### config.mk
export PLATFORM = sky130hd
export DESIGN_NAME = reservation_station
export DESIGN_NICKNAME = d
export VERILOG_FILES = /design/src/hw/dispatch_pkg.sv /design/src/hw/reservation_station.sv
export VERILOG_INCLUDE_DIRS = /design/src /design/src/include
export SDC_FILE = /design/constraint.sdc
export NUM_CORES = 1
export LEC_CHECK = 0
export ABC_AREA = 0
export BUFFER_PORTS_ARGS = -buffer_cell sky130_fd_sc_hd__buf_4
export CORE_MARGIN = 2
export CORE_UTILIZATION = 30
export CTS_CLUSTER_DIAMETER = 80
export CTS_CLUSTER_SIZE = 30
export DETAILED_ROUTE_END_ITERATION = 12
export PLACE_DENSITY_LB_ADDON = 0.05
export SETUP_SLACK_MARGIN = 0.15
export SLEW_MARGIN = 15
export SYNTH_ARGS = -nofsm -noshare
export SYNTH_HDL_FRONTEND = slang
export SYNTH_SLANG_ARGS = --single-unit
### constraint.sdc
create_clock -name clk_i -period 6.3 [get_ports clk_i]
set_clock_uncertainty 0.15 [all_clocks]
set_input_delay 0.63 -clock clk_i [delete_from_list [all_inputs] [get_ports clk_i]]
set_output_delay 0.63 -clock clk_i [all_outputs]
set_load 0.03 [all_outputs]
### src/include/dispatch_params.svh
`ifndef DISPATCH_PARAMS_SVH
`define DISPATCH_PARAMS_SVH

// ==================================================
// Datapath and lanes
// ==================================================
`define DATA_WIDTH   32
`define NUM_LANES    3                  // Dispatch lanes and CDB channels

// Reorder buffer
`define ROB_DEPTH    32
`define ROB_IDX_W    5

`define ARCH_ADDR_W  5                  // x0..x31

// Producer tags
`define TAG_W        3
`define TAG_READY    {(`TAG_W){1'b1}}   // Data already present

`define ALU_OP_W     4                  // Opaque to this stage

`define RS_DEPTH     2                  // Entries per station

`endif
### src/hw/dispatch_pkg.sv
`include "dispatch_params.svh"

package dispatch_pkg;

    // ==================================================
    // Vector types
    // ==================================================
    typedef logic [`DATA_WIDTH-1:0]  data_t;
    typedef logic [`ARCH_ADDR_W-1:0] arch_addr_t;
    typedef logic [`ROB_IDX_W-1:0]   rob_idx_t;
    typedef logic [`ROB_IDX_W:0]     phys_addr_t;   // MSB set means ROB
    typedef logic [`TAG_W-1:0]       tag_t;         // Producer lane or TAG_READY
    typedef logic [`ALU_OP_W-1:0]    alu_op_t;

    // ==================================================
    // Bus structs
    // ==================================================
    typedef struct packed {
        tag_t  tag;
        data_t data;
    } operand_t;

    typedef struct packed {
        logic       valid;
        alu_op_t    alu_op;
        logic       use_imm;    // imm replaces operand B
        data_t      imm;
        phys_addr_t src_a;
        phys_addr_t src_b;
        rob_idx_t   rd_rob;     // Destination ROB entry
        arch_addr_t rd_arch;
    } dispatch_req_t;

    typedef struct packed {
        logic     valid;
        alu_op_t  alu_op;
        data_t    op_a;
        data_t    op_b;
        rob_idx_t rob_idx;
    } exec_req_t;

    typedef struct packed {
        logic     valid;        // One-cycle strobe
        rob_idx_t rob_idx;
        data_t    data;
    } cdb_t;

    typedef struct packed {
        logic       valid;
        arch_addr_t rd_arch;
        rob_idx_t   rob_idx;
        data_t      data;
    } commit_t;

    // Reservation station entry
    typedef enum logic [1:0] {FREE, WAIT, READY} rs_state_e;

    typedef struct packed {
        alu_op_t  alu_op;
        rob_idx_t rob_idx;      // Destination
        operand_t a;
        operand_t b;
        rob_idx_t wait_a;       // ROB entry each operand snoops for
        rob_idx_t wait_b;
    } rs_entry_t;

endpackage

### src/hw/reservation_station.sv
`timescale 1ns/1ps

`include "dispatch_params.svh"

module reservation_station #(
    parameter int LANE_ID = 0
) (
    input  logic                                    clk_i,
    input  logic                                    arst_n_i,
    input  dispatch_pkg::dispatch_req_t             req_i,
    input  dispatch_pkg::operand_t                  op_a_i,
    input  dispatch_pkg::operand_t                  op_b_i,
    output logic                                    ready_o,
    input  dispatch_pkg::cdb_t [`NUM_LANES-1:0]     cdb_i,
    output dispatch_pkg::exec_req_t                 issue_o,
    input  logic                                    issue_ready_i
);

    localparam int SLOT_W = $clog2(`RS_DEPTH);

    // ==================================================
    // Entries and issue register
    // ==================================================
    dispatch_pkg::rs_state_e st_q  [`RS_DEPTH];
    dispatch_pkg::rs_state_e st_d  [`RS_DEPTH];
    dispatch_pkg::rs_entry_t ent_q [`RS_DEPTH];
    dispatch_pkg::rs_entry_t ent_d [`RS_DEPTH];

    logic [SLOT_W-1:0]       old_q, old_d;      // Older entry, two-entry age bit
    logic [SLOT_W-1:0]       slot_q, slot_d;    // Entry shown on issue_o
    logic [SLOT_W-1:0]       free_slot;
    logic [SLOT_W-1:0]       pick;
    logic                    accept;
    dispatch_pkg::exec_req_t iss_q, iss_d;

    // Wake a pending operand from its producer's CDB channel
    function automatic dispatch_pkg::operand_t snoop(
        input dispatch_pkg::operand_t op,
        input dispatch_pkg::rob_idx_t idx
    );
        dispatch_pkg::operand_t res;
        res = op;
        for (int k = 0; k < `NUM_LANES; k++) begin
            if (op.tag == dispatch_pkg::tag_t'(k) && cdb_i[k].valid && cdb_i[k].rob_idx == idx) begin
                res.tag  = `TAG_READY;
                res.data = cdb_i[k].data;
            end
        end
        return res;
    endfunction

    // Lowest free entry
    always_comb begin
        ready_o   = 1'b0;
        free_slot = '0;
        for (int i = `RS_DEPTH-1; i >= 0; i--) begin
            if (st_q[i] == dispatch_pkg::FREE) begin
                ready_o   = 1'b1;
                free_slot = SLOT_W'(i);
            end
        end
    end

    assign accept = req_i.valid && ready_o;

    // ==================================================
    // Next state
    // ==================================================
    always_comb begin
        st_d   = st_q;
        ent_d  = ent_q;
        old_d  = old_q;
        slot_d = slot_q;
        iss_d  = iss_q;
        pick   = '0;
        for (int i = 0; i < `RS_DEPTH; i++) begin
            if (st_q[i] != dispatch_pkg::FREE) begin
                ent_d[i].a = snoop(ent_q[i].a, ent_q[i].wait_a);
                ent_d[i].b = snoop(ent_q[i].b, ent_q[i].wait_b);
            end
        end
        if (iss_q.valid && issue_ready_i) begin
            st_d[slot_q] = dispatch_pkg::FREE;          // Handshake done
        end
        if (st_d[old_q] == dispatch_pkg::FREE) begin
            old_d = ~old_q;
        end
        if (accept) begin
            ent_d[free_slot].alu_op  = req_i.alu_op;
            ent_d[free_slot].rob_idx = req_i.rd_rob;
            ent_d[free_slot].wait_a  = req_i.src_a[`ROB_IDX_W-1:0];
            ent_d[free_slot].wait_b  = req_i.src_b[`ROB_IDX_W-1:0];
            ent_d[free_slot].a = snoop(op_a_i, req_i.src_a[`ROB_IDX_W-1:0]);   // Same-cycle CDB
            ent_d[free_slot].b = snoop(op_b_i, req_i.src_b[`ROB_IDX_W-1:0]);
            st_d[free_slot]    = dispatch_pkg::WAIT;
            old_d = (st_d[~free_slot] == dispatch_pkg::FREE) ? free_slot : ~free_slot;
        end
        for (int i = 0; i < `RS_DEPTH; i++) begin
            if (st_d[i] != dispatch_pkg::FREE) begin
                st_d[i] = (ent_d[i].a.tag == `TAG_READY && ent_d[i].b.tag == `TAG_READY) ?
                          dispatch_pkg::READY : dispatch_pkg::WAIT;
            end
        end
        // Refill issue register, oldest ready first
        if (!iss_q.valid || issue_ready_i) begin
            iss_d.valid = 1'b0;
            pick = (st_d[old_d] == dispatch_pkg::READY) ? old_d : ~old_d;
            if (st_d[pick] == dispatch_pkg::READY) begin
                iss_d.valid   = 1'b1;
                iss_d.alu_op  = ent_d[pick].alu_op;
                iss_d.op_a    = ent_d[pick].a.data;
                iss_d.op_b    = ent_d[pick].b.data;
                iss_d.rob_idx = ent_d[pick].rob_idx;
                slot_d        = pick;
            end
        end
    end

    always_ff @(posedge clk_i or negedge arst_n_i) begin
        if (!arst_n_i) begin
            for (int i = 0; i < `RS_DEPTH; i++) begin
                st_q[i] <= dispatch_pkg::FREE;
            end
            old_q       <= '0;
            slot_q      <= '0;
            iss_q.valid <= 1'b0;
        end else begin
            st_q   <= st_d;
            old_q  <= old_d;
            slot_q <= slot_d;
            iss_q  <= iss_d;
        end
    end

    always_ff @(posedge clk_i) begin
        ent_q <= ent_d;
    end

    assign issue_o = iss_q;

    // Held issue always comes from a fully woken entry
    assert property (@(posedge clk_i) disable iff (!arst_n_i)
        iss_q.valid |-> (ent_q[slot_q].a.tag == `TAG_READY && ent_q[slot_q].b.tag == `TAG_READY))
        else $error("RS lane %0d issued ROB %0d with a pending operand", LANE_ID, iss_q.rob_idx);

endmodule

==> results.tsv <==
metric	value	unit
p_sw	2.76	mW
slew_headroom	29.2	%
vias_per_cell	5.80	
synth.most_common_cell	o21ai_0	
power_density	386	mW/mm²
comb_power_share	41.9	%
vias	15400	
antenna_left	0	
min_to	ent_q[86]	
yosysTopAreaCell	dfxtp_1	
cts_buffers	23	
synth_top_area_share	20.1	%
r2r-start	st_q[2]	
final_nets	2204	
finalSetupViolCount	0	
min_path_type	input pin to flip-flop	
ys.flop_type	dfxtp_1	
max_slew.worst_pin.slew	1.06	ns
regToRegSetupSlack	1.57	ns
die_h	233	µm
syn_nets	2023	
grt_pass1_wl	102000	µm
synth_edf_count	93	
area_growth	22.7	%
cts_tree	yes	
async_flop_share	2.71	%
synth_common_cells	o21ai_0, nor2_1, dfxtp_1	
grt_use_total	25.0	%
worstSetupEndpointType	flip-flop	
cts_max_path_buffers	3	
die_x	233	µm
p_int	4.67	mW
ys_warn_count	0	
io_buffers	281	
synth_area_per_cell	8.85	µm²
start_kind	flip-flop	
fin_crit	4.73	ns
grt_pass1_vias	15200	
worstPathArrival	4.76	ns
num_io_pins	322	
sw_frac_of_total	37.1	%
cellLeakagePower	7.88	nW
initial_utilization	30.5	%
rows	83	
totalWireLength	69400	µm
fillers	5294	
netlist_area	0.0157	mm²
dp_hpwl	41600	µm
h-tree-depth	1	
fin_tns_setup	0	ns
clock_power_share	21.0	%
rr_endpoint	issue_o[22]	
grt_start_max_net_pins	70	
hold_path_depth	3	
fin_crit_sh	75.1	%
synth-seq-cells	258	
peakVddDrop	269	µV
drt-pass1-iter-count	5	
routabilityCongestion	0.815	
postCtsSetupRepairBufs	0	
rsz0062_at_grt	no	
drc_errors	0	
antenna_found_initial	4	
whs	0.129	ns
core	0.0515	mm²
drv_cap	0	
clock_latency	0.56	ns
fmax	0.211	GHz
clkTransAtPathRegs	0.09	ns
wl_per_cell	26.2	µm
seq_area	0.00613	mm²
crit_fanout	55	
slew_viol_final	0	
yosysSeqAreaShare	39.0	%
cts-root-buf	clkbuf_16	
min_from	req_i[56]	
cts_sinks	258	
drive_gt1_share	25.7	%
required	6.33	ns
synth.area.top_cells	dfxtp_1, edfxtp_1, mux2_2	
synth_cell_type_count	57	
worstSetupPathType	flip-flop to flip-flop	
multi_input_area	0.00910	mm²
dieArea	0.0542	mm²
overflow	0	
hold_violations	0	
p_seq_share	37.1	%
drt_iter0_markers	1462	
syn_inst	1776	
rr_worst_depth	11	
final_util	37.4	%
status	finished clean	
## cell usage in the layout, fill, tap and decap left out, drive strengths merged, types with 70 or more instances in the layout
cell type,n
a211oi,97
buf,317
dfxtp,158
edfxtp,93
mux2,124
mux2i,92
nand2,155
nor2,159
o21ai,224
o22ai,150
xor2,70
## per-stage QoR
stage                     power [mW]  area, µm²  setup slack (ns)  cells
after floorplan                 4.97      15700              1.16   1776
after CTS                       7.47      19300              1.51   2653
after detailed placement        5.89      18500              1.40   2611
after global routing            7.87      19300              1.25   2653
after global placement          5.85      18500              1.36   2611
final                           7.44      19300              1.57   2654
## sequential cells by signal, summed over array words and instances (netlist names), named ones only
register and cells:
ent_q 158, issue_o 74, st_q 4, old_q 1, slot_q 1
## area by class of cell
type | count | area share [%]
timing repair buffer | 318 | 12.4
clock inverter | 15 | 0.935
inverter | 6 | 0.117
antenna | 1 | 0.0130
sequential | 258 | 31.8
clock buffer | 26 | 3.10
tap | 680 | 4.42
multi-input combinational | 1350 | 47.2
## critical path: stages (launching register included)
cell      delay, ns
dfrtp_1        0.38
nor2_1         0.58
nand2_4        0.59
inv_1          0.88
nor2_1         0.07
a31oi_1        0.22
o221ai_1       0.15
nor4bb_1       0.32
buf_4          0.20
nor2_1         0.08
nor2_4         0.11
buf_4          0.57
## logic make-up after synthesis
kind of cell           after synthesis  synth area share, %
multiplexers                       216                 14.8
flip-flops                         258                 39.0
buffers and inverters              168                 4.36
XOR/XNOR                            90                 5.02
AO/OA/AOI/OAI                      622                 24.9
AND/OR/NAND/NOR                    422                 11.8
## power by group through the flow
stage / sequential (mW) / clock [mW] / combinational (mW)
4_1_cts: 2.75 / 1.59 / 3.12
3_3_place_gp: 2.78 / 0 / 3.07
5_1_grt: 2.82 / 1.66 / 3.39
2_1_floorplan: 2.87 / 0 / 2.09
6_report: 2.76 / 1.56 / 3.12
3_5_place_dp: 2.79 / 0 / 3.10
## per-layer routing
| metal | vias to the layer above | GRT usage [%] | wire [µm] |
|---|---|---|---|
| li1 | 7095 | - | - |
| met1 | 7534 | 34.4 | 31400 |
| met2 | 646 | 40.3 | 31800 |
| met3 | 113 | 4.20 | 4670 |
| met4 | 6 | 6.81 | 1520 |
| met5 | - | 0 | 45 |
## how the worst max path moves through the flow
stage | slack (ns) | endpoint | startpoint
2_1_floorplan | 1.16 | issue_o[0] | cdb_i[73]
3_3_place_gp | 1.36 | issue_o[21] | op_b_i[33]
3_5_place_dp | 1.40 | issue_o[21] | op_b_i[33]
4_1_cts | 1.51 | issue_o[22] | st_q[2]
5_1_grt | 1.25 | issue_o[22] | st_q[2]
6_report | 1.57 | issue_o[22] | st_q[2]
## what timing repair did
item                      in CTS  in global routing
hold endpoints to repair       7                  0
gates resized for setup        0                  0
hold buffers                   1                  0
(Power assumes the default switching activity.)
